File: config.mk
export PLATFORM = sky130hd
export DESIGN_NAME = alu_unit
export DESIGN_NICKNAME = d
export VERILOG_FILES = /design/src/common/backend_pkg.sv /design/src/design/alu_unit.sv
export VERILOG_INCLUDE_DIRS = /design/src /design/src/common
export SDC_FILE = /design/constraint.sdc
export NUM_CORES = 1
export LEC_CHECK = 0
export ABC_AREA = 1
export BUFFER_PORTS_ARGS = -buffer_cell sky130_fd_sc_hd__buf_2
export CAP_MARGIN = 20
export CORE_MARGIN = 3
export CORE_UTILIZATION = 36
export CTS_CLUSTER_SIZE = 24
export DETAILED_ROUTE_END_ITERATION = 16
export GPL_TIMING_DRIVEN = 0
export PLACE_DENSITY_LB_ADDON = 0.1
export SLEW_MARGIN = 20
export SYNTH_ARGS = -nofsm -noshare
export SYNTH_HDL_FRONTEND = slang
export SYNTH_SLANG_ARGS = --single-unit
File: constraint.sdc
create_clock -name clock -period 3.6 [get_ports clock]
set_clock_uncertainty 0.2 [all_clocks]
set_input_delay 0.9 -clock clock [delete_from_list [all_inputs] [get_ports clock]]
set_output_delay 0.9 -clock clock [all_outputs]
set_load 0.05 [all_outputs]
File: src/common/backend_defines.svh
`ifndef BACKEND_DEFINES_SVH
`define BACKEND_DEFINES_SVH

// Physical register file geometry
`define PHYS_REG_SZ 32
`define DATA_W 32

// Functional units
// Requester order on the CDB is ALU0, ALU1, MULT0
`define NUM_FU_ALU 2
`define NUM_FU_MULT 1
`define NUM_FU (`NUM_FU_ALU + `NUM_FU_MULT)

// Result broadcast slots per cycle
`define CDB_SZ 2

// Multiplier latency in registered stages
`define MULT_STAGES 3

`endif
File: src/common/backend_pkg.sv
`include "backend_defines.svh"

package backend_pkg;

    // One data word
    typedef logic [`DATA_W-1:0] data_t;

    // Physical register tag, tag 0 is the hardwired zero register
    typedef logic [$clog2(`PHYS_REG_SZ)-1:0] phys_tag_t;

    // One bit per CDB requester
    typedef logic [`NUM_FU-1:0] fu_mask_t;

    // Index of a CDB requester
    typedef logic [$clog2(`NUM_FU)-1:0] fu_idx_t;

    // ALU operations
    // LI passes the immediate straight through
    typedef enum logic [2:0] {
        ALU_ADD = 3'd0,
        ALU_SUB = 3'd1,
        ALU_AND = 3'd2,
        ALU_OR  = 3'd3,
        ALU_XOR = 3'd4,
        ALU_SLL = 3'd5,
        ALU_LI  = 3'd6
    } alu_op_t;

endpackage

File: src/design/alu_unit.sv
`include "backend_defines.svh"

module alu_unit (
    input  logic                   clock,
    input  logic                   reset,

    // Issue
    input  logic                   valid,
    input  backend_pkg::alu_op_t   op,
    input  backend_pkg::phys_tag_t dest,
    input  backend_pkg::data_t     imm,
    output logic                   ready,

    // Operands from the register file
    input  backend_pkg::data_t     opa,
    input  backend_pkg::data_t     opb,

    // CDB request and result
    output logic                   req,
    input  logic                   grant,
    output backend_pkg::phys_tag_t res_tag,
    output backend_pkg::data_t     res_data
);

    localparam int SHAMT_W = $clog2(`DATA_W);

    logic                   hold_valid;
    backend_pkg::phys_tag_t hold_tag;
    backend_pkg::data_t     hold_data;
    backend_pkg::data_t     result;
    logic                   accept;

    always_comb begin
        case (op)
            backend_pkg::ALU_ADD: result = opa + opb;
            backend_pkg::ALU_SUB: result = opa - opb;
            backend_pkg::ALU_AND: result = opa & opb;
            backend_pkg::ALU_OR:  result = opa | opb;
            backend_pkg::ALU_XOR: result = opa ^ opb;
            backend_pkg::ALU_SLL: result = opa << opb[SHAMT_W-1:0];
            backend_pkg::ALU_LI:  result = imm;
            default:              result = '0;
        endcase
    end

    // Buffer frees up in the same cycle it is granted
    assign ready  = !hold_valid || grant;
    assign accept = valid && ready;

    always_ff @(posedge clock) begin
        if (reset) begin
            hold_valid <= 1'b0;
        end else if (accept) begin
            hold_valid <= 1'b1;
        end else if (grant) begin
            hold_valid <= 1'b0;
        end
    end

    always_ff @(posedge clock) begin
        if (accept) begin
            hold_tag  <= dest;
            hold_data <= result;
        end
    end

    assign req      = hold_valid;
    assign res_tag  = hold_tag;
    assign res_data = hold_data;

endmodule

Word-level counts from Yosys, hierarchy flattened

Index checks and enable logic that the tools add are counted.

Bits of input ports: 108
Output and inout port bits: 39
Bits in registers: 38

Bitwise logic cells: 3
Mux-type cells: 3
Shift-type cells: 1
Add/sub/neg operators: 2
Reductions and logical operators: 5
Equality and inequality tests: 6

Operators with widths:

| kind                 | number |
|---|---|
| $pmux W32 S7         | 1 |
| $add A32 B32 Y32     | 1 |
| $and A32 B32 Y32     | 1 |
| $or A32 B32 Y32      | 1 |
| $shl A32 B5 Y32      | 1 |
| $sub A32 B32 Y32     | 1 |
| $xor A32 B32 Y32     | 1 |
| $eq A3 B3 Y1 const B | 3 |
| $eq A3 B2 Y1 const B | 2 |
| $eq A3 B1 Y1 const B | 1 |
| $logic_not A3 Y1     | 1 |
| $mux W1              | 2 |
| $reduce_bool A2 Y1   | 1 |
| $logic_and A1 B1 Y1  | 1 |
| $logic_not A1 Y1     | 1 |
| $logic_or A1 B1 Y1   | 1 |

Depth between registers and ports, before layout

Word-level depth: 4
Gate-level depth with buffers: 26
Depth with buffers taken out: 24

Least setup slack after synthesis

Ideal clock, no wire load.

Path kind: in2reg
Start: in opb[0]
End: reg hold_data[24] (netlist: res_data[24]), data pin
Setup slack: -242 ps
Data arrival time: 3389 ps
Stages on the path: 20
Cell sequence: buf_2 -> inv_2 -> buf_2 -> ha_1 -> nand3_4 -> nor3_2 -> nand2_2 -> o21ai_1 -> nand3_1 -> and2_1 -> ha_1 -> nand2_1 -> nor2_1 -> inv_1 -> nor3_1 -> nand3_1 -> nand3_1 -> nand2_1 -> nand3_1 -> nand2_1

Longest elaborated chain between the ends: 2
Elaborated cells between the ends (all ways): 4
Classes of those cells: add/sub: 2; shift: 1; mux: 1

RTL lines:

| item                                     | RTL line       | text |
|---|---|---|
| start: declaration                       | alu_unit.sv:16 | `input backend_pkg::data_t opb,` |
| $sub A32 B32 Y32 (tied with other cells) | alu_unit.sv:36 | `backend_pkg::ALU_SUB: result = opa - opb;` |
| $pmux W32 S7 (*)                         | alu_unit.sv:34 | `case (op)` |
| net result[24]                           | alu_unit.sv:30 | `backend_pkg::data_t result;` |
| end signal: assignment                   | alu_unit.sv:63 | `hold_data <= result;` |
| end: declaration                         | alu_unit.sv:29 | `backend_pkg::data_t hold_data;` |

Mark *: on every way through the listed nets, which the timed path passes. The rest lies on a longest branch.
A chain may end at the register's enable or synchronous reset.

Worst setup path in the final report

Start: in opb[0]
End: reg hold_data[29] (netlist: res_data[29]), data pin

Same word-level chain as after synthesis.

==> results.cfg <==
[clock_network]
clockBufferDepth = 2
cts_max_level = 2
cts_made_buffers = 5
cts_tree = yes
cts_sinks = 38
clock_latency_ps = 290
clkTransAtPathRegs_ps = 60
postCtsHoldBufs = 0
root_buffer = clkbuf_16

[final_layout]
drive_gt1_share_pct = 25.19
fin_cells = 1852
fin_nets = 1777
num-fill-cells = 2412
n_antenna_cell = 0
fin_area_um2 = 10490
area_growth_pct = 30.16

[pwr]
power_mw = 2.781
leakage_nw = 5.472
ir_drop_v = 0.0002239
p_per_area_nw_per_um2 = 265.1

[timing]
period_minus_slack_ps = 3611
hold_violations = 0
min_period_over_period_pct = 100.3
setup_viol = 2
slew_headroom_pct = 47.51
rsz0062_at_grt = true
fmax_mhz = 276.9
final_max_slew_viol_count = 0
setup_slack_ps = -10.87
worst_slew_pin_slew_ps = 786.5

[place]
dpl.hpwl_mm = 30.89
place_inst = 1819
gp_congestion = 1.000
place_area_um2 = 9300
io_buffers = 145

[critical_path]
path_class = in -> reg
end_kind = flop
required_ps = 3450
reg2reg_depth = 2
cp_max_fo = 4
reg2reg_slack_ps = 1900
start_kind = input pin
r2r_start = req
worstPathArrival_ps = 3460
regToRegEndpoint = res_data[21]

[routing]
avgRoutedWirePerCell_um = 20.06
wl_mm = 37.14
post-route-drc-count = 0
ant_nets = 0
drt_iter0_markers = 817
dr.pass1.iters = 5
dr_total_vias = 10063
viasPerCell = 5.434

[floorplanning]
core_area_um2 = 21890
dieArea_um2 = 24210
start_util_pct = 36.81
die_h_um = 155.6
die_w_um = 155.6
ios = 147
num_rows = 54

[global_route]
track_usage_pct = 29.76
antenna_found_initial = 0
grt_pass1_vias = 9263
grt_overflow = 0
grt_pass1_wl_mm = 54.96
grt_max_degree = 21

[synthesis]
yosysWarnings = 0
netlist_top_cells_area = nand2_1, ha_1, edfxtp_1, nand3_1, inv_1
yosysTopAreaCellShare_pct = 22.59
synth_edf_count = 37
syn_inst = 1393
yosys.area.top_type = nand2_1
synth_commonest_cells = nand2_1, nand3_1, inv_1
yosysSeqAreaShare_pct = 14.04
syn_area_um2 = 8058
yosysMostFrequentCell = nand2_1
avgSynthCellArea_um2 = 5.784
async_flop_share_pct = 0
syn_nets = 1599
synth_ff_type = edfxtp_1
ys_types = 45
ys_seq_elements = 38

[min_path]
min_from = req
min_path_type = reg -> reg
holdPathEnd = req
holdPathStages = 2

[outcome]
status = finished with violations
violations = negative setup slack

[job]
cap_violations = 0
==> cells by family after synthesis <==
kind of cell,after synthesis,synth area share [%]
xor+xnor,29,3.152
flops,38,14.04
simple gates,826,43.87
fa+ha+maj,98,15.31
compound gates,151,11.43
buf+inv,251,12.20
==> routing by layer <==
layer	part of all wire (%)	global-route usage, %	vias up
met5	0	0	-
met4	3.8	8.128	0
met3	7.5	3.689	63
met2	45	48.93	472
met1	44	41.30	4626
li1	-	-	4902
==> flip-flops by register name, indices dropped and copies added (netlist names) <==
| register | cells |
|---|---|
| req | 1 |
| res_tag | 5 |
| res_data | 32 |
==> per-stage QoR <==
step | setup slack, ps | hold WS, ps | util [%] | setup TNS (ps)
after floorplan | 10.98 | 769.1 | - | 0
after global placement | -893.6 | 276.3 | 42.31 | -48710
after detailed placement | -840.5 | 321.5 | 42.48 | -15750
after CTS | -17.57 | 332.4 | 45.35 | -30.33
after global routing | -165.2 | 374.5 | 47.91 | -1983
final | -10.87 | 330.0 | 47.91 | -16.82
==> worst max-delay path, stage by stage <==
cell	delay, ps
buf_12	110
clkinv_8	40
buf_12	90
ha_4	130
nand3_4	90
nor3_4	200
nand2_4	130
nor2_4	130
nand3_2	110
nand2_1	120
xor2_2	190
ha_4	250
nand2_2	100
inv_1	60
a21oi_2	220
nand2_2	110
a21oi_2	180
nand3b_1	100
nand3_1	100
nand2_1	60
==> how the worst max path moves through the flow <==
stage | from | endpoint | cells past startpoint
after detailed placement | opb[0] | res_data[26] | 21
after global routing | opb[0] | res_data[29] | 22
final | opb[0] | res_data[29] | 20
after floorplan | opb[0] | res_data[14] | 20
after CTS | opb[1] | res_data[26] | 21
after global placement | valid | res_data[26] | 3
==> report_power, final <==
part | switching, mW | internal [mW] | leakage (nW)
Sequential | 0.00928 | 0.546 | 0.373
Combinational | 1.11 | 0.526 | 5.01
Clock | 0.194 | 0.395 | 0.0915
==> cell type report <==
class | instances | area [um2] | share of cell area, %
Multi-Input combinational cell | 1104 | 6755 | 64.41
Sequential cell | 38 | 1131 | 10.78
Timing Repair Buffer | 174 | 1016 | 9.687
Inverter | 206 | 808.3 | 7.707
Tap cell | 280 | 350.3 | 3.340
Buffer | 42 | 237.7 | 2.267
Clock buffer | 5 | 125.1 | 1.193
Clock inverter | 3 | 63.81 | 0.6084
==> timing repair <==
action                                  CTS  global route
gates resized for setup                  88           125
buffers inserted                         22             7
endpoints found under the hold margin     0             0
endpoints found under the setup margin   24            24
pin swaps                                48            47
==> placed cells by master (no fill, tap or decap), types with 19 or more instances in the layout <==
cell      netlist  final
nand3_1       202    189
xor2_1         28     26
nor2_2          2     22
buf_4           3     28
o21ai_1        21     21
ha_1           97     78
nand2_2         6     39
nand2_1       485    438
buf_2          24    160
a21oi_1        54     39
nor2_1         85     50
nor2_4          4     19
o21ai_0        26     22
edfxtp_1       37     37
inv_1         188    182
Power figures use the tool's default switching activity.
