**config.mk**
```make
export PLATFORM = sky130hd
export DESIGN_NAME = cdb_arbiter
export DESIGN_NICKNAME = d
export VERILOG_FILES = /design/src/common/backend_pkg.sv /design/src/design/cdb_arbiter.sv
export VERILOG_INCLUDE_DIRS = /design/src /design/src/common
export SDC_FILE = /design/constraint.sdc
export NUM_CORES = 1
export LEC_CHECK = 0
export BUFFER_PORTS_ARGS = -buffer_cell sky130_fd_sc_hd__buf_4
export CAP_MARGIN = 20
export CORE_UTILIZATION = 46
export CTS_CLUSTER_DIAMETER = 50
export DETAILED_ROUTE_END_ITERATION = 12
export PLACE_DENSITY = 0.71
export SYNTH_ARGS = -nofsm -noshare
export SYNTH_HDL_FRONTEND = slang
export SYNTH_SLANG_ARGS = --single-unit
```
**constraint.sdc**
```tcl
create_clock -name clock -period 3.3 [get_ports clock]
set_input_delay 0.825 -clock clock [delete_from_list [all_inputs] [get_ports clock]]
set_output_delay 0.825 -clock clock [all_outputs]
set_load 0.1 [all_outputs]
```
**src/common/backend_defines.svh**
```systemverilog
`ifndef BACKEND_DEFINES_SVH
`define BACKEND_DEFINES_SVH

// Physical register file geometry
`define PHYS_REG_SZ 32
`define DATA_W 32

// Functional units
// Requester order on the CDB is ALU0, ALU1, MULT0
`define NUM_FU_ALU 2
`define NUM_FU_MULT 1
`define NUM_FU (`NUM_FU_ALU + `NUM_FU_MULT)

// Result broadcast slots per cycle
`define CDB_SZ 2

// Multiplier latency in registered stages
`define MULT_STAGES 3

`endif
```
**src/common/backend_pkg.sv**
```systemverilog
`include "backend_defines.svh"

package backend_pkg;

    // One data word
    typedef logic [`DATA_W-1:0] data_t;

    // Physical register tag, tag 0 is the hardwired zero register
    typedef logic [$clog2(`PHYS_REG_SZ)-1:0] phys_tag_t;

    // One bit per CDB requester
    typedef logic [`NUM_FU-1:0] fu_mask_t;

    // Index of a CDB requester
    typedef logic [$clog2(`NUM_FU)-1:0] fu_idx_t;

    // ALU operations
    // LI passes the immediate straight through
    typedef enum logic [2:0] {
        ALU_ADD = 3'd0,
        ALU_SUB = 3'd1,
        ALU_AND = 3'd2,
        ALU_OR  = 3'd3,
        ALU_XOR = 3'd4,
        ALU_SLL = 3'd5,
        ALU_LI  = 3'd6
    } alu_op_t;

endpackage

```
**src/design/cdb_arbiter.sv**
```systemverilog
`include "backend_defines.svh"

module cdb_arbiter (
    input  logic                  clock,
    input  logic                  reset,

    input  backend_pkg::fu_mask_t req,
    output backend_pkg::fu_mask_t grant,

    // Per slot, whether it is used and which requester owns it
    output logic                  slot_valid [`CDB_SZ],
    output backend_pkg::fu_idx_t  slot_owner [`CDB_SZ]
);

    backend_pkg::fu_idx_t ptr;
    backend_pkg::fu_idx_t last_idx;
    backend_pkg::fu_idx_t next_ptr;

    // Walk the requesters starting at the pointer, one slot each
    always_comb begin
        int idx;
        int used;
        grant    = '0;
        used     = 0;
        last_idx = ptr;
        for (int s = 0; s < `CDB_SZ; s++) begin
            slot_valid[s] = 1'b0;
            slot_owner[s] = '0;
        end
        for (int i = 0; i < `NUM_FU; i++) begin
            idx = int'(ptr) + i;
            if (idx >= `NUM_FU) begin
                idx = idx - `NUM_FU;
            end
            if (req[idx] && (used < `CDB_SZ)) begin
                grant[idx]       = 1'b1;
                slot_valid[used] = 1'b1;
                slot_owner[used] = backend_pkg::fu_idx_t'(idx);
                last_idx         = backend_pkg::fu_idx_t'(idx);
                used             = used + 1;
            end
        end
    end

    // Next search starts just past the last winner
    assign next_ptr = (int'(last_idx) == `NUM_FU - 1) ? '0 : last_idx + 1'b1;

    always_ff @(posedge clock) begin
        if (reset) begin
            ptr <= '0;
        end else if (|grant) begin
            ptr <= next_ptr;
        end
    end

endmodule

```
==> flow_metrics.py, run 1 <==
metrics = {
    "timing": {
        "worst_endpoint": "grant[0]",
        "endpoint_type": "output port",
    },
    "synthesis": {
        "postSynthAreaPerCell_sq_um": 8.53,
        "syn_area_sq_um": 597,
        "synthSimpleGateAreaFrac_pct": 20.1,
        "yosysWarnings": 0,
        "synth-compound-area-share_pct": 37.3,
        "yosys-top-cells-area": "ha_1 15%, o32ai_2 8.2%, dfxtp_1 6.7%, mux2_4 5.0%, nand2_1 4.4%",
        "yosysTopAreaCell": "ha_1",
        "synth_top_family_by_area": "compound AO/OA/AOI/OAI gates",
        "syn_nets": 82,
        "synthCells": 70,
        "ys_ff_latch": 2,
        "ys_types": 38,
        "synth-xor-area-share_pct": 0,
        "synthMuxAreaShare_pct": 12.2,
        "yosysSeqAreaShare_pct": 6.71,
        "synth_top_area_share_pct": 14.7,
        "synth_fa_ha_area_share_pct": 14.7,
    },
    "global_route": {
        "antenna_found_initial": 0,
        "grt_start_max_net_pins": 8,
    },
    "floorplanning": {
        "dieHeight_microns": 38.0,
        "boundaryPins": 14,
        "initial_core_util_pct": 51.6,
        "rows": 12,
        "die_w_microns": 38.0,
    },
    "placement": {
        "place.gp.congestion": 0.825,
        "dp.final_hpwl_microns": 1320,
        "numPortBuffers": 13,
        "dp_cells": 115,
    },
    "outcome": {
        "outcome": "stopped before the end",
        "flow.stopped_at": "global routing (5_1_grt)",
        "error": "[ERROR DPL-0033] detailed placement checks failed during check placement.",
    },
    "clock_tree": {
        "cts_buffer_depth": 2,
        "clock-sinks": 2,
        "root_buffer": "clkbuf_4",
        "cts-hold-fix-buffers": 0,
        "numCtsBuffers": 3,
        "cts_max_level": 1,
    },
}
[synthesized netlist by cell type (all sizes together)]
cell,number
or2,1
o31ai,1
a21oi,2
mux2,2
a22oi,1
nand2,7
nand3b,3
a211o,1
a31o,2
a32o,1
o2111ai,1
nor3b,1
o22a,1
o21bai,1
o32ai,3
ha,7
nor2b,1
a31oi,1
buf,3
o21ai,2
nand2b,4
dfxtp,2
a211oi,1
nor2,3
o21a,2
inv,7
nand3,2
a221oi,1
mux2i,3
o31a,1
o211ai,2
[logic make-up after synthesis]
| kind of cell | after synthesis |
|---|---|
| buffers and inverters | 10 |
| multiplexers | 5 |
| AO/OA/AOI/OAI | 24 |
| AND/OR/NAND/NOR | 22 |
| flip-flops | 2 |
| adder cells (fa/ha/maj) | 7 |
[metrics by stage]
stage	cell area, sq um	setup TNS, ns	setup WS, ns
4_1_cts	1040	-0.724	-0.153
3_5_place_dp	898	-1.11	-0.183
3_3_place_gp	898	-1.02	-0.172
2_1_floorplan	656	-1.89	-1.15
[what timing repair did]
action	CTS
pin swaps	8
buffers inserted	3
setup endpoints to repair	7
resized for setup	26
==> run 2, diff against run 1 <==
Settings changed: CORE_AREA set to 2 2 63 65, CORE_UTILIZATION 46 to unset, CTS_CLUSTER_DIAMETER 50 to unset, DIE_AREA set to 0 0 65 67, PLACE_DENSITY 0.71 to unset, PLACE_DENSITY_LB_ADDON set to 0.15.
Clock period 3.3 ns to 4.29 ns, I/O delays scaled along.
==> run 2 against run 1 <==
The run now ends clean; synthesized cell count did not move; synthesized area did not move.
==> flow_metrics.py, run 2 <==
metrics = {
    "setup_path": {
        "path_common_cell": "buf_4",
        "cp_slowest_cell": "buf_4",
        "crit_required_ns": 3.22,
        "path_class": "in2out",
        "worstPathCellList": "buf_4, mux2i_1, nor2_2, a21oi_2, inv_2, ha_4, or2_1, o32ai_2, nand2_1, o2111ai_1, o21a_2, buf_4",
        "crit_start": "req[1]",
        "critical_path.max_stage_delay_ns": 0.28,
        "path_max_fanout": 5,
        "arrival_ns": 3.06,
        "end_kind": "output pin",
        "r2r_start": "ptr[0]",
        "startpoint_type": "primary input",
    },
    "timing": {
        "fin_skew_ns": 0.00127,
        "hold_violations": 0,
        "worstMarginPinSlew_ns": 0.435,
        "drv_slew": 0,
        "rsz0062_at_grt": "no",
        "fmax_mhz": 242,
        "setup_viol": 0,
        "setup_tns_ns": 0,
        "layout_min_cycle_time_ns": 4.13,
        "slew-limit-headroom_pct": 70.9,
        "fin_crit_sh_pct": 96.2,
        "hold_slack_ns": 0.568,
    },
    "synthesis": {
        "yosysTopAreaCell": "ha_1",
        "syn_nets": 82,
        "synth_edf_count": 0,
        "async_flop_share_pct": 0,
        "ys_types": 38,
        "synthMuxAreaShare_pct": 12.2,
        "postSynthAreaPerCell_sq_um": 8.53,
        "synthCells": 70,
        "ys_ff_latch": 2,
        "synth_top_area_share_pct": 14.7,
        "yosysSeqAreaShare_pct": 6.71,
        "syn_area_sq_um": 597,
        "synth_common_cells": "7 x ha_1, 7 x nand2_1, 4 x inv_1",
        "yosys-top-cells-area": "ha_1 15%, o32ai_2 8.2%, dfxtp_1 6.7%, mux2_4 5.0%, nand2_1 4.4%",
        "synth_top_family_by_area": "compound AO/OA/AOI/OAI gates",
        "synth_fa_ha_area_share_pct": 14.7,
        "synth-xor-area-share_pct": 0,
        "synthSimpleGateAreaFrac_pct": 20.1,
        "synth-compound-area-share_pct": 37.3,
        "yosysWarnings": 0,
        "synthFlopType": "dfxtp_1",
    },
    "clock_tree": {
        "root_buffer": "clkbuf_8",
        "worstSkewPairLatency_ns": 0.21,
        "numCtsBuffers": 3,
        "cts_buffer_depth": 2,
        "cts_tree": "built",
        "clk_pin_slew_worst_paths_ns": 0.03,
        "cts_max_level": 1,
        "clock-sinks": 2,
    },
    "placement": {
        "place.gp.congestion": 0.695,
        "numPortBuffers": 13,
        "dp.final_hpwl_microns": 1380,
        "dp_cells": 134,
    },
    "floorplanning": {
        "rows": 22,
        "die_w_microns": 65,
        "initial_core_util_pct": 16.6,
        "boundaryPins": 14,
        "dieHeight_microns": 67,
        "core_sq_um": 3610,
        "die_area_sq_um": 4360,
    },
    "layout": {
        "final_cell_mix": "19 x buf_4, 7 x nand2_1, 5 x ha_1, 4 x inv_1",
        "top_register": "ptr",
        "largest_reg_flops": 2,
        "nFillCells": 403,
        "final_nets": 103,
        "final_common_cell": "buf_4",
        "syn2layout_area_growth_pct": 41.3,
        "reg.largest.list": "ptr: 2 flops",
        "layout-drive-gt1-share_pct": 43.8,
        "fin_cells": 137,
        "antennaDiodeCount": 0,
    },
    "global_route": {
        "grt_start_max_net_pins": 12,
        "grt_pass1_vias": 623,
        "antenna_found_initial": 0,
        "grt.overflow.total": 0,
        "grt_usage_pct": 8.85,
        "grt_pass1_wl_microns": 2880,
    },
    "outcome": {
        "outcome": "finished clean",
    },
    "detailed_routing": {
        "via_per_inst": 4.46,
        "drc": 0,
        "postRouteAntennaNets": 0,
        "num_vias": 611,
        "drt_iter0_drc": 22,
        "wl_microns": 1750,
        "drt_first_pass_iters": 4,
        "wire_per_inst_microns": 12.8,
    },
    "min_path": {
        "hp-class": "reg2reg",
        "min_from": "ptr[0]",
    },
    "run": {
        "drv_cap": 0,
    },
}
-- run 2: final cells by class --
cell class                      instances  area [sq um]  share of cell area (%)
Tap cell                               48          60.1                    7.12
Multi-Input combinational cell         58           533                    63.2
Timing Repair Buffer                   19           143                    16.9
Inverter                                7          26.3                    3.12
Clock buffer                            3          41.3                    4.90
Sequential cell                         2          40.0                    4.75
-- run 2: worst paths after layout --
kind | depth (start not counted) | slack (ns) | endpoint
setup reg to reg | 12 | 1.33 | ptr[1]
hold reg to reg | 2 | 0.57 | ptr[0]
setup / recovery | 12 | 0.16 | slot_owner[2]
hold / removal | 2 | 0.57 | ptr[0]
-- run 2: worst max-delay path, delay by kind of cell --
| family | cells | cell delay, ns |
|---|---|---|
| AO/OA/AOI/OAI | 4 | 0.61 |
| adder cells (fa/ha/maj) | 1 | 0.18 |
| buffers and inverters | 3 | 0.52 |
| multiplexers | 1 | 0.18 |
| AND/OR/NAND/NOR | 3 | 0.47 |
-- run 2: logic make-up after synthesis --
| group | after synthesis |
|---|---|
| DFF | 2 |
| and+or+nand+nor | 22 |
| adders and majority gates | 7 |
| muxes | 5 |
| AOI/OAI and AO/OA | 24 |
| buffers and inverters | 10 |
-- run 2: per-layer routing --
layer | track usage [%] | part of all wire (%) | vias to the layer above
met2 | 15.3 | 47 | 14
met1 | 9.73 | 47 | 298
met5 | 0 | 0 | -
met3 | 3.04 | 5.5 | 0
met4 | 3.99 | 0 | 0
li1 | - | - | 299
-- run 2: timing repair --
action                                  in CTS  in global routing
gates resized for setup                      0                  2
endpoints found under the setup margin       0                  5
hold buffers                                 0                  0
buffers inserted                             0                  0
-- run 2: through the flow --
stage          util [%]  cell area [sq um]  setup slack, ns
2_1_floorplan         -                617           -0.658
3_3_place_gp       21.9                790            0.139
3_5_place_dp       21.9                790            0.178
4_1_cts            23.0                831            0.117
5_1_grt            23.4                843           0.0507
6_report           23.4                843            0.162
Power of run 2 is not shown: default switching activity piles up to over one toggle a cycle in this logic, so the estimate is an artifact.
