--- config.mk ---
export PLATFORM = sky130hd
export DESIGN_NAME = mult_unit
export DESIGN_NICKNAME = d
export VERILOG_FILES = /design/src/common/backend_pkg.sv /design/src/design/mult_unit.sv
export VERILOG_INCLUDE_DIRS = /design/src /design/src/common
export SDC_FILE = /design/constraint.sdc
export NUM_CORES = 1
export LEC_CHECK = 0
export BUFFER_PORTS_ARGS = -buffer_cell sky130_fd_sc_hd__buf_4
export CAP_MARGIN = 40
export CORE_MARGIN = 5
export CORE_UTILIZATION = 38
export DETAILED_ROUTE_END_ITERATION = 7
export PLACE_DENSITY = 0.53
export SETUP_SLACK_MARGIN = 0.1
export SLEW_MARGIN = 20
export SYNTH_ARGS = -nofsm -noshare
export SYNTH_HDL_FRONTEND = slang
export SYNTH_SLANG_ARGS = --single-unit
--- constraint.sdc ---
create_clock -name clock -period 6.99 [get_ports clock]
set_input_delay 1.398 -clock clock [delete_from_list [all_inputs] [get_ports clock]]
set_output_delay 1.398 -clock clock [all_outputs]
set_load 0.02 [all_outputs]
--- src/common/backend_defines.svh ---
`ifndef BACKEND_DEFINES_SVH
`define BACKEND_DEFINES_SVH

// Physical register file geometry
`define PHYS_REG_SZ 32
`define DATA_W 32

// Functional units
// Requester order on the CDB is ALU0, ALU1, MULT0
`define NUM_FU_ALU 2
`define NUM_FU_MULT 1
`define NUM_FU (`NUM_FU_ALU + `NUM_FU_MULT)

// Result broadcast slots per cycle
`define CDB_SZ 2

// Multiplier latency in registered stages
`define MULT_STAGES 3

`endif
--- src/common/backend_pkg.sv ---
`include "backend_defines.svh"

package backend_pkg;

    // One data word
    typedef logic [`DATA_W-1:0] data_t;

    // Physical register tag, tag 0 is the hardwired zero register
    typedef logic [$clog2(`PHYS_REG_SZ)-1:0] phys_tag_t;

    // One bit per CDB requester
    typedef logic [`NUM_FU-1:0] fu_mask_t;

    // Index of a CDB requester
    typedef logic [$clog2(`NUM_FU)-1:0] fu_idx_t;

    // ALU operations
    // LI passes the immediate straight through
    typedef enum logic [2:0] {
        ALU_ADD = 3'd0,
        ALU_SUB = 3'd1,
        ALU_AND = 3'd2,
        ALU_OR  = 3'd3,
        ALU_XOR = 3'd4,
        ALU_SLL = 3'd5,
        ALU_LI  = 3'd6
    } alu_op_t;

endpackage

--- src/design/mult_unit.sv ---
`include "backend_defines.svh"

module mult_unit (
    input  logic                   clock,
    input  logic                   reset,

    // Issue
    input  logic                   valid,
    input  backend_pkg::phys_tag_t dest,
    output logic                   ready,

    // Operands from the register file
    input  backend_pkg::data_t     opa,
    input  backend_pkg::data_t     opb,

    // CDB request and result
    output logic                   req,
    input  logic                   grant,
    output backend_pkg::phys_tag_t res_tag,
    output backend_pkg::data_t     res_data
);

    localparam int NS    = `MULT_STAGES;
    // Bits of the multiplier consumed per stage
    localparam int CHUNK = (`DATA_W + NS - 1) / NS;

    logic                   stg_valid [NS];
    backend_pkg::phys_tag_t stg_tag   [NS];
    backend_pkg::data_t     stg_acc   [NS];
    // Operands only travel as far as the stage that consumes them last
    backend_pkg::data_t     stg_a     [NS-1];
    backend_pkg::data_t     stg_b     [NS-1];

    logic                   adv     [NS];
    backend_pkg::data_t     in_a    [NS];
    backend_pkg::data_t     in_b    [NS];
    backend_pkg::data_t     in_acc  [NS];
    backend_pkg::data_t     partial [NS];

    // Stage s moves when it is empty or the stage after it moves
    always_comb begin
        adv[NS-1] = !stg_valid[NS-1] || grant;
        for (int s = NS - 2; s >= 0; s--) begin
            adv[s] = !stg_valid[s] || adv[s+1];
        end
    end

    // Each stage adds one shifted partial product to the running sum
    always_comb begin
        backend_pkg::data_t chunk_mask;
        chunk_mask = backend_pkg::data_t'((64'd1 << CHUNK) - 64'd1);
        for (int s = 0; s < NS; s++) begin
            in_a[s]    = (s == 0) ? opa : stg_a[s-1];
            in_b[s]    = (s == 0) ? opb : stg_b[s-1];
            in_acc[s]  = (s == 0) ? '0  : stg_acc[s-1];
            partial[s] = (in_a[s] * ((in_b[s] >> (s * CHUNK)) & chunk_mask)) << (s * CHUNK);
        end
    end

    assign ready = adv[0];

    always_ff @(posedge clock) begin
        if (reset) begin
            for (int s = 0; s < NS; s++) begin
                stg_valid[s] <= 1'b0;
            end
        end else begin
            for (int s = 0; s < NS; s++) begin
                if (adv[s]) begin
                    stg_valid[s] <= (s == 0) ? valid : stg_valid[s-1];
                end
            end
        end
    end

    always_ff @(posedge clock) begin
        for (int s = 0; s < NS; s++) begin
            if (adv[s]) begin
                stg_tag[s] <= (s == 0) ? dest : stg_tag[s-1];
                stg_acc[s] <= in_acc[s] + partial[s];
            end
        end
        for (int s = 0; s < NS - 1; s++) begin
            if (adv[s]) begin
                stg_a[s] <= in_a[s];
                stg_b[s] <= in_b[s];
            end
        end
    end

    assign req      = stg_valid[NS-1];
    assign res_tag  = stg_tag[NS-1];
    assign res_data = stg_acc[NS-1];

endmodule

== Yosys cells after proc, flatten, opt, wreduce, memory -nomap -nowiden ==
Memory sizes are Yosys's and may differ from the RTL's.
Index checks and enable logic that the tools add are counted.
Operators by class
  add/sub/neg operators: 2
  $mul: 3
  muxes and demuxes: 17
  bitwise gates (word level): 3
  reductions and logical operators: 6
Operators by type and width (count)
  32-bit adder: 2
  32-bit by 10-bit multiplier with 10-bit output: 1
  32-bit by 11-bit multiplier with 21-bit output: 1
  32-bit by 11-bit multiplier with 32-bit output: 1
  1-bit two-way mux: 17
  1-bit logical NOT: 3
  1-bit logical OR: 3
  1-bit OR: 3
Storage, ports and cells
  register bits after elaboration: 0
  RAM bits: 242
  bits of input ports: 73
  memories kept: 5
Memories
  stg_acc: depth 3, bits a word 32, rd ports 3, clocked after Yosys merged registers in 0, write ports 3, line mult_unit.sv:29  | backend_pkg::data_t stg_acc [NS];
  stg_a: depth 2, bits a word 32, rd ports 2, clocked after Yosys merged registers in 0, write ports 2, line mult_unit.sv:31  | backend_pkg::data_t stg_a [NS-1];
  stg_b: depth 2, bits a word 32, rd ports 2, clocked after Yosys merged registers in 0, write ports 2, line mult_unit.sv:32  | backend_pkg::data_t stg_b [NS-1];
  stg_tag: depth 3, bits a word 5, rd ports 3, clocked after Yosys merged registers in 0, write ports 3, line mult_unit.sv:28  | backend_pkg::phys_tag_t stg_tag [NS];
  stg_valid: depth 3, bits a word 1, rd ports 3, clocked after Yosys merged registers in 0, write ports 3, line mult_unit.sv:27  | logic stg_valid [NS];

== Longest topological paths before layout ==
Gate-level depths: netlist (run 1).
An unclocked memory read counts as a cell.
  depth after elaboration: 9
  depth in mapped cells: 30
  depth with buffers taken out: 28

== Worst setup path after synthesis (run 1) ==
OpenSTA, ideal clock, no wires.
  path kind: input-to-reg
  from: in opb[2]
  to: mem stg_acc[0][30] (netlist bit), data pin
  setup time: 0.258 ns
  data arrival time: 6.425 ns
  required time: 6.732 ns
  slack: 0.307 ns
  cell stages on the path: 22
  buffers on the path: 2
  cell sequence: clkbuf_1 -> clkbuf_1 -> nand2_1 -> fa_1 -> inv_1 -> fa_1 -> inv_1 -> fa_1 -> inv_1 -> fa_1 -> inv_1 -> fa_1 -> inv_1 -> ha_1 -> nor2_1 -> o211a_1 -> o31a_1 -> nor4b_2 -> o31ai_1 -> o2111ai_1 -> a21oi_1 -> xnor2_1
RTL lines
  start: declaration: line mult_unit.sv:14  | input backend_pkg::data_t opb,
  end: declaration: line mult_unit.sv:29

==> results of run 1 <==
-- metrics by stage --
stage | cells | cell area [µm²] | hold slack [ps]
after detailed placement | 2880 | 23100 | 405
after floorplan | 2072 | 21300 | 400
after CTS | 2912 | 23700 | 420
after global placement | 2879 | 23000 | 402
final | 2926 | 23800 | 416
after global routing | 2926 | 23800 | 423
-- state kept, by name, summed over array words and instances, names as in the netlist --
| name | cells |
|---|---|
| stg_a | 31 |
| stg_valid | 3 |
| stg_tag | 15 |
| stg_acc | 96 |
| stg_b | 31 |
-- path summary, 6_finish.rpt --
kind / end / cells after the start
worst max-delay path: stg_acc[0][63] / 22
worst min-delay path: stg_acc[0][38] / 0
worst max register to register: stg_acc[0][63] / 22
worst min register to register: stg_acc[0][38] / 0
-- layout make-up --
| type | instances | area share (%) |
|---|---|---|
| multi-input combinational | 1464 | 60.6 |
| sequential | 176 | 22.2 |
| inverter | 345 | 5.44 |
| timing repair buffer | 161 | 5.22 |
| tap | 748 | 3.93 |
| clock buffer | 18 | 1.80 |
| clock inverter | 14 | 0.789 |
-- layout by cell type, fill, tap and decap left out, drive strengths merged, types with 14 or more instances in the layout --
master	synthesis	routed
fa	363	363
nand2	359	359
inv	345	354
and2	204	204
edfxtp	176	176
buf	6	161
ha	141	141
xnor2	91	91
a21oi	59	59
nor2	39	39
xor2	29	29
o21ai	24	24
o21bai	18	18
a21o	18	18
clkbuf	81	18
nor3	16	16
nand3	14	14
-- repair_timing --
action / 4_1_cts / 5_1_grt
gates resized for setup: 0 / 4
endpoints found under the setup margin: 0 / 1
buffers inserted: 0 / 14
hold buffers: 0 / 0
-- metal layers --
metal | up-vias | GRT usage (%)
li1 | 6607 | -
met1 | 7176 | 23.6
met2 | 349 | 28.8
met3 | 59 | 2.80
met4 | 0 | 4.63
met5 | - | 0
-- cells by family after synthesis --
kind of cell | count (synthesis) | share of synthesized area [%]
compound gates | 167 | 5.13
mux | 2 | 0.0938
flops | 176 | 24.8
buf+inv | 432 | 7.69
fa+ha+maj | 504 | 42.3
xor+xnor | 121 | 5.03
simple gates | 670 | 14.9
-- critical path, stage by stage (launching register included) --
cell	delay, ps
edfxtp_1	550
and2_4	220
fa_1	540
inv_1	60
fa_1	530
inv_1	50
fa_1	390
fa_1	520
inv_1	50
fa_1	470
inv_1	50
ha_1	330
and2_1	210
o21ai_0	160
o31ai_1	120
o41a_1	460
mux2i_1	190
o2111ai_1	180
ha_1	340
nand2_1	70
o311a_1	320
a21oi_2	190
xnor3_1	310
==> impl_metrics.csv, run 1 <==
group,metric,value,unit
run_status,outcome,"finished, final reports clean",
cts,cts.sinks,176,
routing,drtIter0Drc,800,
timing,finalHoldViolations,0,
routing,wl_met3,2.48,mm
global_routing,grt_use_total,17.3,%
cells_and_area,seqCellArea,5290,µm²
floorplan,floorplan.die_area,61000,µm²
synth,postSynth.topFlopCell,"edfxtp_1",
cells_and_area,area.growth.synth_to_final,11.6,%
worst_setup_path,timing.critical_path.from_type,"register",
cts,cts_tree,"yes",
synth,mappedNetlistArea,21300,µm²
synth,synth.top_cells.by_count,"363 x fa_1, 359 x nand2_1, 345 x inv_1",
synth,synth.largest_area_cell,"fa_1",
floorplan,io_pins,112,
global_routing,number_of_antenna_violations_at_the_first_check_in_global_routing,1,
cts,htreeDepth,4,
synth,netlist_top_cells_area,"fa_1 34%, edfxtp_1 25%, ha_1 8.3%",
cells_and_area,final_nets,2742,
placement,place.port_buffers,111,
cts,clock_path_buffers,2,
synth,synth_sequential_area_ratio,24.8,%
timing,fmaxAchievable,152,MHz
worst_setup_path,worstSetupStartpoint,"stg_b[0][16]",
synth,postSynthAreaPerCell,10.3,µm²
synth,synth_nets,2649,
timing,setup_violations,0,
timing,timing.final.ws_setup,404,ps
cts,cts_made_buffers,17,
synth,number_of_flip_flops_and_latches_in_the_synthesized_netlist,176,
placement,globalplace.congestion,0.894,
worst_setup_path,crit_path_max_fanout,8,
worst_setup_path,worst_ep_arrival_time,6790,ps
routing,met2_length,24.3,mm
routing,detail-route-antenna-nets,0,
worst_setup_path,timing_worst_setup_path_type,"register to register",
routing,route.final.wire_length,50.5,mm
synth,synth_enable_flop_cells,176,
synth,synth.most_common_cell,"fa_1",
global_routing,grt_pass1_vias,15568,
synth,asyncSetResetFlopFracSynth,0,%
cells_and_area,layout-drive-gt1-share,9.69,%
floorplan,rows,86,
global_routing,globalRoute.totalOverflow,0,
cells_and_area,final_core_util,43.0,%
floorplan,initial_utilization,38.6,%
routing,route.top_layer_used,"met4",
placement,placement_setup_slack,15.7,ps
placement,post-dp-hpwl,40.9,mm
timing,slew_viol_final,0,
worst_setup_path,ff2ff_setup_slack,400,ps
timing,final.setup_skew,11.3,ps
worst_setup_path,cp.required,7200,ps
timing,worstMarginPinSlew,683,ps
timing,post-route-period-util,94.2,%
routing,post_drt_wl_per_cell,17.3,µm
floorplan,design.core.area,55300,µm²
worst_setup_path,critical_path.endpoint_type,"register",
cts,worst_skew_pair.late_latency,460,ps
floorplan,die_h,247,µm
routing,drt_pre_antenna_iters,5,
cts,clockRootBuffer,"clkbuf_16",
worst_hold_path,hold_path_startpoint,"stg_acc[0][6]",
routing,drc,0,
cts,clk_pin_slew,70,ps
routing,vias,14191,
global_routing,wire_length_of_the_first_global_routing_pass,83.2,mm
routing,wirelength_met1,22.7,mm
synth,netlist-cell-type-count,56,
timing,timing.max_slew.rel_slack,54.1,%
cells_and_area,insertedDiodeCount,0,
flow_run,cap_viol_max_count,0,
cells_and_area,n_fill_cell,5349,
synth,synth_cells,2072,
routing,via_density_per_instance,4.85,
timing,timing.setup.tns,0,ps
floorplan,die_w,247,µm
synth,yosysWarnings,0,
timing,rsz_0062_raised_after_global_routing,"false",
synth,synth_top_area_share,34.1,%
worst_hold_path,timing.hold.worst.class,"register to register",
timing,min_period,6590,ps
worst_setup_path,rr_startpoint,"stg_b[0][16]",
cells_and_area,multi_input_comb_area,14400,µm²
global_routing,largest_net_degree_at_the_start_of_global_routing,59,
Power of run 1 is not shown: default switching activity piles up to over one toggle a cycle in this logic, so the estimate is an artifact.
==> run 2: changes to the inputs <==
- ABC_AREA: not set -> 1
- ABC_CLOCK_PERIOD_IN_PS: not set -> 6990
- CORE_UTILIZATION: 38 -> 50
- PLACE_DENSITY: 0.53 -> 0.67
==> impl_metrics.csv, run 2 <==
group,metric,value,unit
cts,worst_skew_pair.late_latency,460,ps
worst_setup_path,reg2regPathDepth,26,
worst_hold_path,min_delay_worst_endpoint,"stg_acc[0][66]",
synth,yosysWarnings,0,
worst_hold_path,min_delay_path_depth,0,
worst_hold_path,hold_path_startpoint,"stg_acc[0][34]",
worst_setup_path,r2r-end,"stg_acc[0][62]",
cts,clk_pin_slew,70,ps
cells_and_area,insertedDiodeCount,0,
synth,synth_top_area_share,32.5,%
flow_run,cap_viol_max_count,0,
cells_and_area,layout.cells.most_common,"nand2_1",
synth,synth_enable_flop_cells,176,
worst_setup_path,cp.required,7270,ps
worst_setup_path,rr_startpoint,"stg_a[0][5]",
cts,clockRootBuffer,"clkbuf_16",
synth,asyncSetResetFlopFracSynth,0,%
worst_setup_path,timing_worst_setup_path_type,"register to register",
global_routing,number_of_antenna_violations_at_the_first_check_in_global_routing,1,
floorplan,floorplan.die_area,49000,µm²
timing,rsz_0062_raised_after_global_routing,"false",
global_routing,largest_net_degree_at_the_start_of_global_routing,65,
floorplan,die_h,221,µm
synth,postSynthAreaPerCell,8.83,µm²
timing,timing.max_slew.rel_slack,50.9,%
routing,detail-route-antenna-nets,0,
worst_setup_path,worst_ep_arrival_time,6730,ps
synth,postSynth.topFlopCell,"edfxtp_1",
synth,synth_cells,2531,
placement,placed_area,23600,µm²
worst_hold_path,timing.hold.worst.class,"register to register",
timing,finalHoldViolations,0,
global_routing,wire_length_of_the_first_global_routing_pass,89.6,mm
cts,clock_path_buffers,2,
timing,final.setup_skew,10.9,ps
timing,timing.setup.tns,0,ps
cells_and_area,layout_common_cells,"730 x nand2_1, 614 x inv_1, 363 x fa_1",
placement,globalplace.congestion,0.898,
cells_and_area,final_design_area_no_fill,24600,µm²
worst_setup_path,critical_path.endpoint_type,"register",
routing,post_drt_wl_per_cell,17.1,µm
cts,cts.sinks,176,
routing,via_density_per_instance,5.14,
global_routing,globalRoute.totalOverflow,0,
timing,worstMarginPinSlew,737,ps
placement,post-dp-hpwl,43.6,mm
cts,ctsHoldBuffers,0,
cells_and_area,top_regs,"stg_acc (96), stg_a (31), stg_b (31)",
timing,slew_viol_final,0,
synth,netlist_top_cells_area,"fa_1 33%, edfxtp_1 24%, nand2_1 12%",
synth,mappedNetlistArea,22300,µm²
floorplan,design.core.area,44200,µm²
floorplan,rows,77,
floorplan,die_w,221,µm
synth,synth.most_common_cell,"nand2_1",
run_status,outcome,"finished, final reports clean",
worst_setup_path,timing.critical_path.from_type,"register",
timing,setup_violations,0,
placement,dp_cells,3148,
cells_and_area,registers.top_by_ff_count,"stg_acc",
placement,place.port_buffers,111,
global_routing,grt_use_total,22.7,%
cells_and_area,largest_register_ff_count,96,
global_routing,grt_pass1_vias,17430,
timing,post-route-period-util,92.3,%
synth,synth.top_cells.by_count,"730 x nand2_1, 614 x inv_1, 363 x fa_1",
worst_setup_path,ff2ff_setup_slack,540,ps
cells_and_area,layout-drive-gt1-share,8.29,%
cells_and_area,area.growth.synth_to_final,10.1,%
routing,route.final.wire_length,55.2,mm
cells_and_area,fin_cells,3221,
synth,synth_sequential_area_ratio,23.7,%
timing,min_period,6450,ps
floorplan,io_pins,112,
routing,vias,16541,
cts,cts_tree,"yes",
synth,synth.largest_area_cell,"fa_1",
worst_setup_path,crit_path_max_fanout,7,
cts,cts_made_buffers,17,
routing,drtIter0Drc,971,
cts,htreeDepth,4,
routing,drt_pre_antenna_iters,5,
synth,number_of_flip_flops_and_latches_in_the_synthesized_netlist,176,
synth,netlist-cell-type-count,42,
cells_and_area,final_nets,3194,
synth,synth_nets,3108,
floorplan,initial_utilization,50.5,%
timing,fmaxAchievable,155,MHz
routing,drc,0,
## run 2: what timing repair did
| action | in CTS | in global routing |
|---|---|---|
| setup buffers | 0 | 41 |
| setup endpoints to repair | 0 | 4 |
| gates resized for setup | 0 | 2 |
## run 2: worst max path at each step
stage | from | slack (ps) | cells after the start | to
after floorplan | opb[2] | 710 | 25 | stg_acc[0][26]
after global placement | stg_b[0][16] | 430 | 31 | stg_acc[0][63]
after detailed placement | stg_b[0][16] | 330 | 31 | stg_acc[0][63]
after CTS | stg_b[0][16] | 320 | 31 | stg_acc[0][63]
after global routing | stg_a[0][7] | 100 | 32 | stg_acc[0][63]
final | stg_a[0][5] | 540 | 26 | stg_acc[0][62]
## run 2: worst max-delay path, stage by stage (launching register included)
cell	delay, ps
edfxtp_1	530
nand2_1	120
inv_1	60
fa_1	540
inv_1	60
fa_1	530
inv_1	50
fa_1	450
fa_1	490
inv_1	50
fa_1	470
inv_1	40
ha_1	360
nand2_1	120
nor2_1	160
nand3_1	110
nand3_1	140
a21boi_1	110
o21ai_1	170
xor2_1	190
inv_1	60
ha_1	380
nand2_1	140
nor4_1	340
nand4_1	160
o211ai_1	170
xor2_1	260
## run 2: logic make-up (layout without fill, tap and decap cells)
group | count (synthesis) | count (layout) | synth area share, %
simple gates | 878 | 878 | 15.6
xor+xnor | 101 | 101 | 4.06
flops | 176 | 176 | 23.7
buf+inv | 717 | 815 | 12.3
fa+ha+maj | 504 | 504 | 40.4
compound gates | 155 | 155 | 3.97
## run 2: layout make-up
| cell class | count | area, µm² |
|---|---|---|
| repair buffers | 165 | 1330 |
| multi-input cells | 1638 | 14300 |
| inverters | 619 | 2320 |
| flip-flops and latches | 176 | 5290 |
| well taps | 592 | 741 |
| fillers | 3923 | 19600 |
| clock buffers | 17 | 425 |
| clock inverters | 14 | 174 |
## run 2: layer usage
| metal | wire, µm | global-route usage [%] |
|---|---|---|
| met1 | 22300 | 28.7 |
| met2 | 28100 | 39.9 |
| met3 | 3050 | 3.79 |
| met4 | 1750 | 7.44 |
| met5 | 0 | 0 |
## run 2: per-stage QoR
| stage | worst slack, ps | utilization, % | hold WS (ps) |
|---|---|---|---|
| final | 538 | 55.6 | 418 |
| after global routing | 104 | 55.6 | 424 |
| after CTS | 318 | 54.7 | 419 |
| after detailed placement | 332 | 53.3 | 405 |
| after global placement | 432 | 53.3 | 402 |
| after floorplan | 708 | - | 400 |
Power of run 2 is left out for the same reason.
==> run 3: changes to the inputs <==
- CORE_ASPECT_RATIO: not set -> 0.9
- REMOVE_ABC_BUFFERS: not set -> 1
==> impl_metrics.csv, run 3 (synthesis results as in run 2) <==
group,metric,value,unit
worst_setup_path,timing.critical_path.from_type,"register",
floorplan,floorplan.die_area,49000,µm²
routing,vias,16360,
placement,place.port_buffers,111,
floorplan,initial_utilization,50.5,%
cts,htreeDepth,4,
placement,globalplace.congestion,0.889,
floorplan,io_pins,112,
worst_setup_path,crit_path_top_delay_cell,"fa_1",
timing,min_period,6450,ps
global_routing,grt_use_total,22.1,%
timing,post-route-period-util,92.2,%
floorplan,die_w,233,µm
timing,timing.max_slew.rel_slack,61.0,%
cells_and_area,largest_register_ff_count,96,
cts,clock_path_buffers,2,
routing,drt_pre_antenna_iters,6,
worst_setup_path,critPathMostFrequentCell,"nand2_1",
routing,drtIter0Drc,1030,
routing,route.final.wire_length,52.6,mm
routing,post_drt_wl_per_cell,16.3,µm
timing,finalHoldViolations,0,
routing,drc,0,
cells_and_area,insertedDiodeCount,0,
cells_and_area,layout_common_cells,"730 x nand2_1, 614 x inv_1, 363 x fa_1",
cts,worst_skew_pair.late_latency,450,ps
cts,ctsHoldBuffers,0,
routing,via_density_per_instance,5.08,
global_routing,globalRoute.totalOverflow,0,
timing,fmaxAchievable,155,MHz
floorplan,rows,73,
cts,clk_pin_slew,80,ps
placement,post-dp-hpwl,41.6,mm
cts,cts_made_buffers,17,
global_routing,grt.met3_usage,2.95,%
floorplan,die_h,211,µm
worst_setup_path,critical_path.max_stage_delay,540,ps
worst_setup_path,cp.required,7210,ps
timing,final.setup_skew,13.3,ps
worst_setup_path,crit_path_max_fanout,17,
global_routing,number_of_antenna_violations_at_the_first_check_in_global_routing,0,
cells_and_area,layout.cells.most_common,"nand2_1",
worst_setup_path,critical_path.endpoint_type,"register",
timing,worstMarginPinSlew,584,ps
global_routing,grt_pass1_vias,17268,
timing,timing.final.ws_setup,543,ps
flow_run,cap_viol_max_count,0,
worst_hold_path,timing.hold.worst.class,"register to register",
global_routing,wire_length_of_the_first_global_routing_pass,86.9,mm
cts,cts_tree,"yes",
cells_and_area,n_fill_cell,4058,
timing,setup_violations,0,
worst_setup_path,worst_ep_arrival_time,6660,ps
cells_and_area,registers.top_by_ff_count,"stg_acc",
cells_and_area,final_core_util,55.6,%
run_status,outcome,"finished, final reports clean",
timing,timing.setup.tns,0,ps
worst_setup_path,ff2ff_setup_slack,540,ps
routing,detail-route-antenna-nets,0,
cts,cts.sinks,176,
global_routing,globalRoute.busiestLayer,"met2",
cells_and_area,area.growth.synth_to_final,9.96,%
global_routing,use_met1,28.9,%
worst_setup_path,timing_worst_setup_path_type,"register to register",
cells_and_area,top_regs,"stg_acc (96), stg_a (31), stg_b (31)",
cts,clockRootBuffer,"clkbuf_16",
floorplan,design.core.area,44200,µm²
cells_and_area,layout-drive-gt1-share,8.05,%
global_routing,largest_net_degree_at_the_start_of_global_routing,59,
timing,slew_viol_final,0,
cells_and_area,final_nets,3185,
placement,placement_setup_slack,238,ps
global_routing,met2_usage_grt,38.6,%
timing,rsz_0062_raised_after_global_routing,"false",
[run 3: changes by cell type in the layout (fill, tap and decap cells not counted)]
| cell | before | now |
|---|---|---|
| ha_2 | 0 | 1 |
| buf_12 | 5 | 6 |
| ha_1 | 141 | 140 |
| buf_4 | 157 | 147 |
| inv_6 | 5 | 2 |
| buf_8 | 1 | 2 |
| clkinv_4 | 1 | 2 |
| buf_6 | 1 | 0 |
| inv_8 | 1 | 5 |
| bufinv_16 | 1 | 0 |
| clkinvlp_4 | 2 | 1 |
| inv_12 | 0 | 1 |
[run 3: area by class of cell]
| class | count | area (µm²) | share of cell area [%] |
|---|---|---|---|
| multi-input cells | 1638 | 14300 | 58.3 |
| flip-flops and latches | 176 | 5290 | 21.5 |
| inverters | 619 | 2320 | 9.46 |
| repair buffers | 156 | 1280 | 5.22 |
| well taps | 600 | 751 | 3.06 |
| clock buffers | 17 | 425 | 1.73 |
| clock inverters | 15 | 180 | 0.734 |
[run 3: through the flow]
stage,hold slack (ps),instances,cell area [µm²]
finish,417,3221,24600
global route,431,3221,24600
CTS,422,3187,24200
detailed placement,405,3155,23600
global placement,402,3152,23600
floorplan,400,2433,21900
[run 3: what timing repair did]
item / in CTS / in global routing
setup endpoints to repair: 0 / 3
resized for setup: 0 / 3
buffers inserted: 0 / 34
[run 3: worst paths after layout]
kind	from	to	cells past startpoint
worst min register to register	stg_acc[0][44]	stg_acc[0][76]	0
worst min-delay path	stg_acc[0][44]	stg_acc[0][76]	0
worst max register to register	stg_b[0][16]	stg_acc[0][63]	34
worst max-delay path	stg_b[0][16]	stg_acc[0][63]	34
[run 3: worst max-delay path, delay by kind of cell (launching register included)]
family / cells / cell delay [ps]
adder cells (fa/ha/maj): 7 / 3230
AND/OR/NAND/NOR: 16 / 1590
flip-flops: 1 / 420
AO/OA/AOI/OAI: 2 / 280
buffers and inverters: 8 / 540
XOR/XNOR: 1 / 160
[run 3: per-layer routing]
layer	routed length, µm	vias to the layer above
li1	-	7672
met1	21900	8130
met2	26700	465
met3	2690	93
met4	1270	0
met5	0	-
Power of run 3 is left out for the same reason.
